`src/hdl/chipsetBusPkg.sv`:
```
// Chip bus vector types, cycle-engine state encoding, register window and size constants
`default_nettype none

package chipsetBusPkg;

    ////////////////////
    // Bus vectors
    ////////////////////

    typedef logic [23:0] cpuAddrT;     // 68000 byte address, A23..A0
    typedef logic [8:0]  regOffsetT;   // Offset inside the 512-byte register block
    typedef logic [15:0] busDataT;     // One chip bus word
    typedef logic [1:0]  busSizeT;     // SIZ1:SIZ0 as driven by the CPU

    ////////////////////
    // Cycle engine
    ////////////////////

    // One code per 68000 bus state that the engine waits for.
    // The engine only moves on colour-clock edges, so each code
    // names the edge it is waiting for, not the state it is in
    typedef enum logic [1:0] {
        state2Wait = 2'b00,  // Idle, waiting for C3 fall with C1 low
        state4Wait = 2'b01,  // Strobes pending, nDbr wait states live here
        state6Wait = 2'b10,  // Waiting for C1 rise to end the cycle
        state7Done = 2'b11   // Cycle closed, rearm on the next state-4 edge
    } cycleStateT;

    ////////////////////
    // Decode constants
    ////////////////////

    // Address bits 23..9 of 0xDFF000, the custom register window.
    // The window runs up to 0xDFF1FF, so A8..A0 are the offset
    localparam logic [14:0] regWindowBase = 15'h6FF8;

    // SIZ code of a single-byte transfer.
    // 10 and 00 are both taken as a word here; no 3-byte or
    // long transfers reach the chip registers
    localparam busSizeT sizeByte = 2'b01;

endpackage

`default_nettype wire

```
`src/hdl/regSpaceDecode.sv`:
```
// Request hold register, chip register window decode, byte lane select and bus-error pulse
`timescale 1ns/1ps
`default_nettype none

module regSpaceDecode (
    input  wire                     CLK40,
    input  wire                     nRESET,
    input  wire                     cpuStart,     // One-cycle request pulse
    input  chipsetBusPkg::cpuAddrT  cpuAddr,
    input  wire                     cpuRnW,
    input  chipsetBusPkg::busSizeT  cpuSize,
    input  wire                     cpuAck,       // Ends the held request
    output logic                    regSpace,     // Held register cycle request
    output logic                    rnw,
    output logic                    upperLane,    // D15..D8, even byte
    output logic                    lowerLane,    // D7..D0, odd byte or word
    output logic                    decodeBerr    // One-cycle miss pulse
);

    import chipsetBusPkg::*;

    logic reqHeld;    // A request is open, from start to acknowledge
    logic windowHit;
    logic acceptReq;

    assign windowHit = (cpuAddr[23:9] == regWindowBase);  // A8..A0 are the offset
    assign acceptReq = cpuStart && !reqHeld;

    // Request bookkeeping
    always_ff @(posedge CLK40 or negedge nRESET) begin
        if (!nRESET) begin
            reqHeld    <= 1'b0;
            regSpace   <= 1'b0;
            decodeBerr <= 1'b0;
        end else begin
            decodeBerr <= 1'b0;              // Pulse only
            if (cpuAck) begin
                reqHeld  <= 1'b0;
                regSpace <= 1'b0;
            end else if (acceptReq) begin
                reqHeld    <= 1'b1;          // Held through the miss too, until its ack
                regSpace   <= windowHit;
                decodeBerr <= !windowHit;    // No chip cycle on a miss
            end
        end
    end

    // Direction and lanes, only meaningful while regSpace is high
    always_ff @(posedge CLK40) begin
        if (acceptReq) begin
            rnw       <= cpuRnW;
            upperLane <= !cpuAddr[0];
            lowerLane <= cpuAddr[0] || (cpuSize != sizeByte);  // Words use both lanes
        end
    end

    ////////////////////
    // Checks
    ////////////////////

    // The chip bus has a single cycle in flight; a new start must wait for cpuAck
    startWhileBusy: assert property (@(posedge CLK40) disable iff (!nRESET)
        cpuStart |-> !reqHeld)
        else $error("cpuStart while a request is still held");

endmodule

`default_nettype wire

```
`src/hdl/chipsetRegisterCycle.sv`:
```
// C1/C3 synchronizers and the 68000-style register cycle engine with nDbr wait states
`timescale 1ns/1ps
`default_nettype none

module chipsetRegisterCycle (
    input  wire   CLK40,
    input  wire   nRESET,
    input  wire   c1,            // Colour clock phase C1, async
    input  wire   c3,            // Colour clock phase C3, async
    input  wire   nDbr,          // Agnus holds the bus while low
    input  wire   regSpace,
    input  wire   rnw,
    input  wire   upperLane,
    input  wire   lowerLane,
    output logic  nAs,
    output logic  nUds,
    output logic  nLds,
    output logic  nRegEn,
    output logic  regTa,         // One CLK40 period, on state 7 entry
    output logic  strobeActive   // Data strobes are open
);

    import chipsetBusPkg::*;

    cycleStateT  cycleState;
    logic [1:0]  c1Sync;         // [1] is the older sample
    logic [1:0]  c3Sync;
    logic        asEn;
    logic        regEnable;
    logic        strobeEn;       // Both lanes share one enable, lanes gate it
    logic        taEn;
    logic        phase2Edge;
    logic        phase4Edge;
    logic        phase6Edge;

    ////////////////////
    // Colour clock sync
    ////////////////////

    // Idle level of both phases is high, so reset there to avoid a false edge
    always_ff @(posedge CLK40 or negedge nRESET) begin
        if (!nRESET) begin
            c1Sync <= 2'b11;
            c3Sync <= 2'b11;
        end else begin
            c1Sync <= {c1Sync[0], c1};
            c3Sync <= {c3Sync[0], c3};
        end
    end

    // Edge detects on the synchronized phases
    assign phase2Edge = (c1Sync == 2'b00) && (c3Sync == 2'b10);  // C3 falls, C1 low
    assign phase4Edge = (c1Sync == 2'b11) && (c3Sync == 2'b01);  // C3 rises, C1 high
    assign phase6Edge = (c1Sync == 2'b01) && (c3Sync == 2'b00);  // C1 rises, C3 low

    ////////////////////
    // Bus state machine
    ////////////////////

    // Runs on the falling edge so the synchronizer outputs are half a period old
    always_ff @(negedge CLK40 or negedge nRESET) begin
        if (!nRESET) begin
            cycleState <= state2Wait;
            asEn       <= 1'b0;
            regEnable  <= 1'b0;
            strobeEn   <= 1'b0;
            taEn       <= 1'b0;
        end else begin
            case (cycleState)
                state2Wait: begin
                    if (phase2Edge && regSpace) begin
                        asEn       <= 1'b1;
                        regEnable  <= 1'b1;
                        strobeEn   <= rnw;          // Reads open the strobes with nAs
                        cycleState <= state4Wait;
                    end
                end
                state4Wait: begin
                    if (phase4Edge) begin
                        strobeEn <= 1'b1;           // Writes open them here
                        if (nDbr) begin
                            cycleState <= state6Wait;
                        end                         // else wait a whole colour cycle
                    end
                end
                state6Wait: begin
                    if (phase6Edge) begin
                        taEn       <= 1'b1;
                        cycleState <= state7Done;
                    end
                end
                state7Done: begin
                    // Close the cycle at once, then idle until the phase lines up again
                    taEn      <= 1'b0;
                    asEn      <= 1'b0;
                    regEnable <= 1'b0;
                    strobeEn  <= 1'b0;
                    if (phase4Edge) begin
                        cycleState <= state2Wait;
                    end
                end
                default: cycleState <= state2Wait;
            endcase
        end
    end

    // Active-low bus outputs
    assign nAs          = !asEn;
    assign nRegEn       = !regEnable;
    assign nUds         = !(upperLane && strobeEn);
    assign nLds         = !(lowerLane && strobeEn);
    assign regTa        = taEn;
    assign strobeActive = strobeEn;

    ////////////////////
    // Checks
    ////////////////////

    // The data path sees exactly one acknowledge edge per cycle
    taSinglePulse: assert property (@(posedge CLK40) disable iff (!nRESET)
        regTa |=> !regTa)
        else $error("regTa held longer than one CLK40 period");

    // Read data is only valid while the address strobe is still down
    taInsideAs: assert property (@(posedge CLK40) disable iff (!nRESET)
        regTa |-> !nAs)
        else $error("regTa high with nAs negated");

endmodule

`default_nettype wire

```
`src/hdl/chipRegDataPath.sv`:
```
// Write data hold and drive enable, read data capture, CPU acknowledge and bus-error return
`timescale 1ns/1ps
`default_nettype none

module chipRegDataPath (
    input  wire                     CLK40,
    input  wire                     nRESET,
    input  wire                     regTa,         // From the negedge engine
    input  wire                     strobeActive,
    input  wire                     rnw,
    input  wire                     decodeBerr,
    input  chipsetBusPkg::busDataT  cpuWriteData,
    input  chipsetBusPkg::busDataT  chipDataIn,
    output chipsetBusPkg::busDataT  chipDataOut,
    output logic                    chipDataOe,
    output chipsetBusPkg::busDataT  cpuReadData,
    output logic                    cpuAck,
    output logic                    cpuBerr
);

    import chipsetBusPkg::*;

    busDataT writeWord;   // Frozen while the strobes are open
    busDataT readWord;

    ////////////////////
    // Data registers
    ////////////////////

    // The CPU keeps its data lines steady until the strobes open,
    // the last sample before then is what goes on the chip bus
    always_ff @(posedge CLK40) begin
        if (!strobeActive) begin
            writeWord <= cpuWriteData;
        end
        if (regTa && rnw) begin
            readWord <= chipDataIn;       // nAs is still low on this edge
        end
    end

    assign chipDataOut = writeWord;
    assign chipDataOe  = strobeActive && !rnw;   // Only a write drives the bus
    assign cpuReadData = readWord;

    ////////////////////
    // Acknowledge
    ////////////////////

    // regTa covers one posedge only, so the acknowledge is a single pulse.
    // A window miss arrives as decodeBerr and is acknowledged the same way
    always_ff @(posedge CLK40 or negedge nRESET) begin
        if (!nRESET) begin
            cpuAck  <= 1'b0;
            cpuBerr <= 1'b0;
        end else begin
            cpuAck  <= regTa || decodeBerr;
            cpuBerr <= decodeBerr;        // Never set together with regTa
        end
    end

    ////////////////////
    // Checks
    ////////////////////

    // A miss never starts a chip cycle, so a bus error can not meet regTa
    berrWithoutCycle: assert property (@(posedge CLK40) disable iff (!nRESET)
        decodeBerr |-> !strobeActive && !regTa)
        else $error("bus error raised during an active chip cycle");

endmodule

`default_nettype wire

```
`src/hdl/chipsetBridgeTop.sv`:
```
// Bridge top level connecting register decode, cycle engine and data path
`timescale 1ns/1ps
`default_nettype none

module chipsetBridgeTop (
    input  wire                     CLK40,
    input  wire                     nRESET,
    // CPU side
    input  wire                     cpuStart,
    input  chipsetBusPkg::cpuAddrT  cpuAddr,
    input  wire                     cpuRnW,
    input  chipsetBusPkg::busSizeT  cpuSize,
    input  chipsetBusPkg::busDataT  cpuWriteData,
    output logic                    cpuAck,
    output logic                    cpuBerr,
    output chipsetBusPkg::busDataT  cpuReadData,
    // Chip side
    input  wire                     c1,
    input  wire                     c3,
    input  wire                     nDbr,
    input  chipsetBusPkg::busDataT  chipDataIn,
    output logic                    nAs,
    output logic                    nUds,
    output logic                    nLds,
    output logic                    nRegEn,
    output chipsetBusPkg::busDataT  chipDataOut,
    output logic                    chipDataOe
);

    logic regSpace;       // Decode to engine
    logic rnw;
    logic upperLane;
    logic lowerLane;
    logic decodeBerr;     // Decode to data path
    logic regTa;          // Engine to data path
    logic strobeActive;

    regSpaceDecode regSpaceDecode_inst (
        .CLK40(CLK40), .nRESET(nRESET), .cpuStart(cpuStart), .cpuAddr(cpuAddr),
        .cpuRnW(cpuRnW), .cpuSize(cpuSize), .cpuAck(cpuAck), .regSpace(regSpace),
        .rnw(rnw), .upperLane(upperLane), .lowerLane(lowerLane), .decodeBerr(decodeBerr)
    );

    chipsetRegisterCycle chipsetRegisterCycle_inst (
        .CLK40(CLK40), .nRESET(nRESET), .c1(c1), .c3(c3), .nDbr(nDbr),
        .regSpace(regSpace), .rnw(rnw), .upperLane(upperLane), .lowerLane(lowerLane),
        .nAs(nAs), .nUds(nUds), .nLds(nLds), .nRegEn(nRegEn), .regTa(regTa),
        .strobeActive(strobeActive)
    );

    chipRegDataPath chipRegDataPath_inst (
        .CLK40(CLK40), .nRESET(nRESET), .regTa(regTa), .strobeActive(strobeActive),
        .rnw(rnw), .decodeBerr(decodeBerr), .cpuWriteData(cpuWriteData),
        .chipDataIn(chipDataIn), .chipDataOut(chipDataOut), .chipDataOe(chipDataOe),
        .cpuReadData(cpuReadData), .cpuAck(cpuAck), .cpuBerr(cpuBerr)
    );

endmodule

`default_nettype wire

```
`config.mk`:
```
export PLATFORM = sky130hd
export DESIGN_NAME = chipsetBridgeTop
export DESIGN_NICKNAME = d
export VERILOG_FILES = /design/src/hdl/chipsetBusPkg.sv /design/src/hdl/regSpaceDecode.sv /design/src/hdl/chipsetRegisterCycle.sv /design/src/hdl/chipRegDataPath.sv /design/src/hdl/chipsetBridgeTop.sv
export SDC_FILE = /design/constraint.sdc
export NUM_CORES = 1
export LEC_CHECK = 0
export BUFFER_PORTS_ARGS = -buffer_cell sky130_fd_sc_hd__buf_4
export CAP_MARGIN = 10
export CORE_MARGIN = 3
export CORE_UTILIZATION = 42
export DETAILED_ROUTE_END_ITERATION = 8
export GPL_TIMING_DRIVEN = 0
export PLACE_DENSITY = 0.78
export SETUP_SLACK_MARGIN = 0.02
export SYNTH_ARGS = -nofsm -noshare
export SYNTH_HDL_FRONTEND = slang
export SYNTH_SLANG_ARGS = --single-unit
```
`constraint.sdc`:
```
create_clock -name CLK40 -period 1.8 [get_ports CLK40]
set_input_delay 0.18 -clock CLK40 [delete_from_list [all_inputs] [get_ports CLK40]]
set_output_delay 0.18 -clock CLK40 [all_outputs]
set_load 0.05 [all_outputs]
```
==> results_dict.tcl, run 1 <==
set metrics [dict create \
    number_of_antenna_violations_at_the_first_check_in_global_routing 0 \
    hold-path-cell-count 1 \
    filler_cell_count 247 \
    wl_per_instance_um 17.21 \
    synth_top_area_share_pct 59.70 \
    cts_root_buf "clkbuf_8" \
    ys_seq_area_share_pct 79.89 \
    worst_setup_path_end_kind "register" \
    initial_core_util_pct 45.68 \
    post-route-drc-count 0 \
    total_overflow_reported_by_the_global_router 0 \
    boundaryPins 104 \
    worstSetupPathType "reg2reg" \
    final.setup_skew_ns 0.005774 \
    critical_path.startpoint_type "register" \
    hold-path-endpoint "chipRegDataPath_inst.chipDataOut[5]" \
    synth.yosys.warnings 0 \
    slowest_stage "dfstp_2" \
    chipWidth_um 70.74 \
    max_slew_margin_pct 72.17 \
    finalSetupViolCount 42 \
    cts_buffers 5 \
    place_inst 244 \
    clock_insertion_delay_worst_skew_ns 0.30 \
    cp_top_family "flip-flops" \
    layout.core_utilization_pct 76.46 \
    synth_area_per_cell_sq_um 17.43 \
    largest_net_degree_at_the_start_of_global_routing 18 \
    cp_num_buf_inv 0 \
    status "finished with violations" \
    finalHoldViolations 0 \
    timing_worst_slew_pin_value_ns 0.4165 \
    first_iter_violations 103 \
    netlist_area_sq_um 1760 \
    finalNonFillerCells 273 \
    final_design_area_no_fill_sq_um 2947 \
    antenna_diode_count 0 \
    cap_viol_max_count 0 \
    routed_via_density 4.963 \
    placed_area_sq_um 2554 \
    routed-via-count 1355 \
    cp.arrival_ns 1.90 \
    routabilityCongestion 0.7817 \
    place_worst_setup_slack_ns -0.8237 \
    std_cell_rows 22 \
    critical_path.max_fanout 4 \
    hold_ws_ns 0.05008 \
    global_route_wire_length_before_repair_mm 6.630 \
    global_route.usage.total_pct 17.35 \
    detailedRoute.firstPassIterationCount 4 \
    synth_cells 101 \
    synth_fp_nets 170 \
    regToRegStartpoint "chipsetRegisterCycle_inst.c1Sync[0]" \
    regToRegSetupSlack_ns -0.85 \
    cp_cell_sequence "nand4b_1 -> or2_1 -> a211oi_2 -> mux2_1" \
    synth_seq_cells 49 \
    synth_largest_area_cell "edfxtp_1" \
    critical_path.reg2reg.endpoint "chipsetRegisterCycle_inst.cycleState[1]" \
    wirelength_mm 4.698 \
    cts_tree "yes" \
    multi_input_area_sq_um 369.1 \
    num-nets-final 293 \
    min-delay-path-class "in2reg" \
    cts_sinks 49 \
    fp.coreArea_sq_um 3854 \
    vias_in_the_first_global_route 1377 \
    worst_hold_startpoint "cpuWriteData[5]" \
    crit_required_ns 1.05 \
    timing.reg2reg.worst_path_depth 4 \
    slew_viol_final 0 \
    floorplan.die.height_um 70.74 \
    critPathMaxStageDelay_ns 0.56 \
    failed_checks "negative setup slack" \
    power.density_nw_per_um2 1541 \
    synth.area.top_cells "edfxtp_1 60%, dfrtn_1 7.1%, dfrtp_1 7.1%, dfstp_2 6.0%, ha_1 2.8%" \
    number_of_buffers_between_clock_root_and_the_deepest_sink 2 \
    grt_setup_unrepaired "yes" \
    post_synth_num_cell_types 30 \
    sequential_cell_area_sq_um 1406 \
    ir_drop_v 0.0007311 \
    antenna_left 0 \
    synthToLayoutAreaGrowth_pct 67.38 \
    pleak_uw 0.001301 \
    clk_pin_slew_ns 0.09 \
    cts-htree-levels 2 \
    place.detailed.hpwl_mm 3.168 \
    io_buffers 95 \
    worst_slack_ns -0.8521 \
    fp.dieArea_sq_um 5004 \
    post_route_cells_drive_above_1_share_pct 61.33 \
]
[where the power goes]
group | total (uW) | switching, uW | internal (uW)
logic | 2070 | 1250 | 824
clock network | 754 | 345 | 409
registers | 1710 | 158 | 1560
[flip-flops by register name (all words and copies together) (netlist names), 2 cells and up]
name	cells
chipRegDataPath_inst.chipDataOut	16
chipRegDataPath_inst.cpuReadData	16
chipsetRegisterCycle_inst.c1Sync	2
chipsetRegisterCycle_inst.c3Sync	2
chipsetRegisterCycle_inst.cycleState	2
[kinds of logic (layout without fill, tap and decap cells)]
family	after synthesis	count (layout)	synth area share, %
fa+ha+maj	4	4	2.843
simple gates	28	29	9.667
mux	3	3	1.777
compound gates	10	10	4.122
buf+inv	7	130	1.706
flops	49	49	79.89
[layer usage]
layer	track usage, %	vias up	wire length, um	share of wire (%)
li1	-	620	-	-
met1	18.28	635	1630	35
met2	30.69	90	2483	53
met3	6.960	10	494	11
met4	7.098	0	90	1.9
met5	0	-	0	0
[worst register-to-register path: cells and delay by family, from the launching register on]
kind            cells  cell delay [ns]
flops               1             0.56
simple gates        2             0.43
mux                 1             0.34
compound gates      1             0.28
[worst max path at each step]
stage	from	endpoint	slack [ns]	depth (start not counted)
floorplan	chipsetRegisterCycle_inst.c3Sync[0]	chipsetRegisterCycle_inst.cycleState[1]	-0.71	4
global placement	chipsetRegisterCycle_inst.c3Sync[0]	chipsetRegisterCycle_inst.cycleState[1]	-0.80	4
detailed placement	chipsetRegisterCycle_inst.c1Sync[1]	chipsetRegisterCycle_inst.cycleState[1]	-0.82	4
CTS	chipsetRegisterCycle_inst.c1Sync[0]	chipsetRegisterCycle_inst.cycleState[1]	-0.82	4
global route	chipsetRegisterCycle_inst.c1Sync[0]	chipsetRegisterCycle_inst.cycleState[1]	-0.92	4
finish	chipsetRegisterCycle_inst.c1Sync[0]	chipsetRegisterCycle_inst.cycleState[1]	-0.85	4
[layout make-up]
cell class	instances	share of cell area (%)
buffer	1	0.3822
clock buffer	5	2.335
clock inverter	3	1.401
inverter	6	0.8917
multi-input combinational	46	12.53
sequential	49	47.73
tap	48	2.038
timing repair buffer	115	32.70
[Yosys cell counts]
| cell type | n |
|---|---|
| a211oi_1 | 1 |
| a211oi_2 | 1 |
| a21o_1 | 1 |
| a21oi_1 | 2 |
| a2bb2oi_1 | 1 |
| and2_1 | 1 |
| buf_4 | 1 |
| dfrtn_1 | 5 |
| dfrtp_1 | 5 |
| dfstp_2 | 4 |
| edfxtp_1 | 35 |
| ha_1 | 4 |
| inv_1 | 6 |
| mux2_1 | 1 |
| mux2i_1 | 2 |
| nand2_1 | 8 |
| nand3b_1 | 1 |
| nand4_1 | 2 |
| nand4b_1 | 1 |
| nor2_1 | 6 |
| nor2b_1 | 2 |
| nor3b_1 | 1 |
| nor4_1 | 1 |
| nor4_4 | 1 |
| nor4b_1 | 1 |
| o21ai_0 | 3 |
| o41a_1 | 1 |
| or2_1 | 1 |
| or2_2 | 1 |
| or4b_4 | 1 |
[placed cells by master, fill, tap and decap left out, drive strengths merged, types with 2 or more instances in the layout]
master,instances
edfxtp,35
dfrtn,5
nand4,2
buf,111
dfrtp,5
nor2b,2
or2,2
a21oi,2
mux2i,2
dfstp,4
nor4,2
and2,2
clkinvlp,2
inv,5
a211oi,2
dlygate4sd3,3
nor2,6
nand2,8
clkbuf,7
o21ai,3
ha,4
[metrics by stage]
stage	power [uW]	setup TNS, ns
floorplan	2837	-6.692
global placement	3333	-9.753
detailed placement	3387	-10.50
CTS	4303	-7.581
global route	4734	-12.23
finish	4540	-10.68
[timing repair]
item,4_1_cts,5_1_grt
gates resized for setup,16,9
pin swaps,1,3
endpoints found under the hold margin,11,0
setup buffers,11,6
gates cloned,1,2
endpoints found under the setup margin,42,43
hold buffers,3,0
No activity file was read; power rests on OpenSTA's default activity.
==> run 2: changes to the inputs <==
- CORE_UTILIZATION: 42 -> 46
- PLACE_DENSITY: 0.78 -> 0.84
- SKIP_CTS_REPAIR_TIMING: default -> 1
- clock period: 1.8 -> 3.4 ns (I/O delays scaled with it)
==> results_dict.tcl, run 2 (same netlist as run 1, synthesis figures left out) <==
set metrics [dict create \
    number_of_buffers_between_clock_root_and_the_deepest_sink 2 \
    failed_checks "negative setup slack" \
    ir_drop_v 0.0004561 \
    fp.dieArea_sq_um 4606 \
    cp_top_family "flip-flops" \
    wl_per_instance_um 14.72 \
    number_of_logic_stages_on_the_critical_path_including_buffering 4 \
    cap_viol_max_count 0 \
    cp_num_buf_inv 0 \
    total_overflow_reported_by_the_global_router 0 \
    regToRegStartpoint "chipsetRegisterCycle_inst.c3Sync[0]" \
    io_buffers 95 \
    max_slew_margin_pct 55.44 \
    place.detailed.hpwl_mm 2.954 \
    global_route.usage.total_pct 16.29 \
    post-route-drc-count 0 \
    num-nets-final 276 \
    final_cell_mix "99 x buf_4, 35 x edfxtp_1, 8 x nand2_1" \
    routed_via_density 4.819 \
    critical_path.reg2reg.endpoint "chipsetRegisterCycle_inst.cycleState[1]" \
    finalHoldViolations 0 \
    worstSetupPathType "reg2reg" \
    worst_setup_path_end_kind "register" \
    place_worst_setup_slack_ns -0.09916 \
    slew_viol_final 0 \
    std_cell_rows 21 \
    antenna_left 0 \
    wirelength_mm 3.739 \
    regToRegSetupSlack_ns -0.08 \
    vias_in_the_first_global_route 1193 \
    clock_insertion_delay_worst_skew_ns 0.29 \
    cts_tree "yes" \
    final.setup_skew_ns 0.007189 \
    critical_path.max_fanout 5 \
    post_route_cells_drive_above_1_share_pct 56.25 \
    routed-via-count 1224 \
    layout_commonest_cell "buf_4" \
    clk_pin_slew_ns 0.08 \
    detailedRoute.firstPassIterationCount 4 \
    cts_buffers 5 \
    pleak_uw 0.001164 \
    boundaryPins 104 \
    min-delay-path-class "in2reg" \
    fp.coreArea_sq_um 3521 \
    power.density_nw_per_um2 793.4 \
    number_of_antenna_violations_at_the_first_check_in_global_routing 0 \
    status "finished with violations" \
    slowest_stage "dfstp_2" \
    floorplan.die.height_um 67.87 \
    worst_slack_ns -0.07711 \
    cp.arrival_ns 1.92 \
    grt_setup_unrepaired "yes" \
    hold_ws_ns 0.1506 \
    initial_core_util_pct 50.00 \
    crit_required_ns 1.84 \
    timing_worst_slew_pin_value_ns 0.6684 \
    global_route_wire_length_before_repair_mm 5.306 \
    cp_cell_sequence "nand4b_1 -> or2_1 -> a211oi_2 -> mux2_1" \
    setup.worst_path.end "chipsetRegisterCycle_inst.cycleState[1]" \
    critical_path.startpoint "chipsetRegisterCycle_inst.c3Sync[0]" \
    cts_sinks 49 \
    first_iter_violations 37 \
    chipWidth_um 67.87 \
    routabilityCongestion 0.7561 \
    cts-htree-levels 2 \
    timing.reg2reg.worst_path_depth 4 \
    finalSetupViolCount 1 \
    cts_root_buf "clkbuf_8" \
    largest_net_degree_at_the_start_of_global_routing 19 \
    synthToLayoutAreaGrowth_pct 51.31 \
    antenna_diode_count 0 \
    critical_path.startpoint_type "register" \
    critPathMaxStageDelay_ns 0.59 \
]
## run 2: area by class of cell
| class | instances | area (sq um) |
|---|---|---|
| fillers | 218 | 857.1 |
| clock buffers | 6 | 72.57 |
| multi-input cells | 45 | 332.8 |
| clock inverters | 2 | 15.01 |
| inverters | 6 | 26.28 |
| well taps | 46 | 57.56 |
| flip-flops and latches | 49 | 1406 |
| plain buffers | 1 | 7.507 |
| repair buffers | 99 | 745.7 |
## run 2: stage by stage
stage,total power (uW),instance area (sq um),setup TNS [ns],std cells,utilization [%]
detailed placement,1771,2534,-0.09916,242,71.96
global placement,1746,2534,-0.05190,242,71.96
finish,2114,2664,-0.07711,254,75.66
global route,2215,2664,-0.1665,254,75.66
CTS,2094,2621,-0.1627,250,74.45
floorplan,1489,1763,0,101,-
## run 2: worst min-delay path by stage
stage          slack (ns)    from                                   to  cells past startpoint
2_1_floorplan        0.04  nRESET          chipRegDataPath_inst.cpuAck                      0
3_3_place_gp         0.19  nRESET          regSpaceDecode_inst.reqHeld                      1
3_5_place_dp         0.20  nRESET          regSpaceDecode_inst.reqHeld                      1
4_1_cts             -0.12  nRESET          chipRegDataPath_inst.cpuAck                      1
5_1_grt              0.13      c1  chipsetRegisterCycle_inst.c1Sync[0]                      1
6_report             0.15      c3  chipsetRegisterCycle_inst.c3Sync[0]                      1
## run 2: metal layers
metal	vias to the layer above	part of all wire (%)	GRT usage [%]
li1	583	-	-
met5	-	0	0
met3	6	14	7.225
met2	83	47	28.19
met1	552	37	17.63
met4	0	1.2	5.955
## run 2: where the power goes
| group | switching [uW] | total, uW | internal [uW] | leakage (uW) |
|---|---|---|---|---|
| sequential | 77.9 | 902 | 824 | 0.000498 |
| clock | 174 | 319 | 145 | 0.0000374 |
| combinational | 598 | 893 | 294 | 0.000628 |
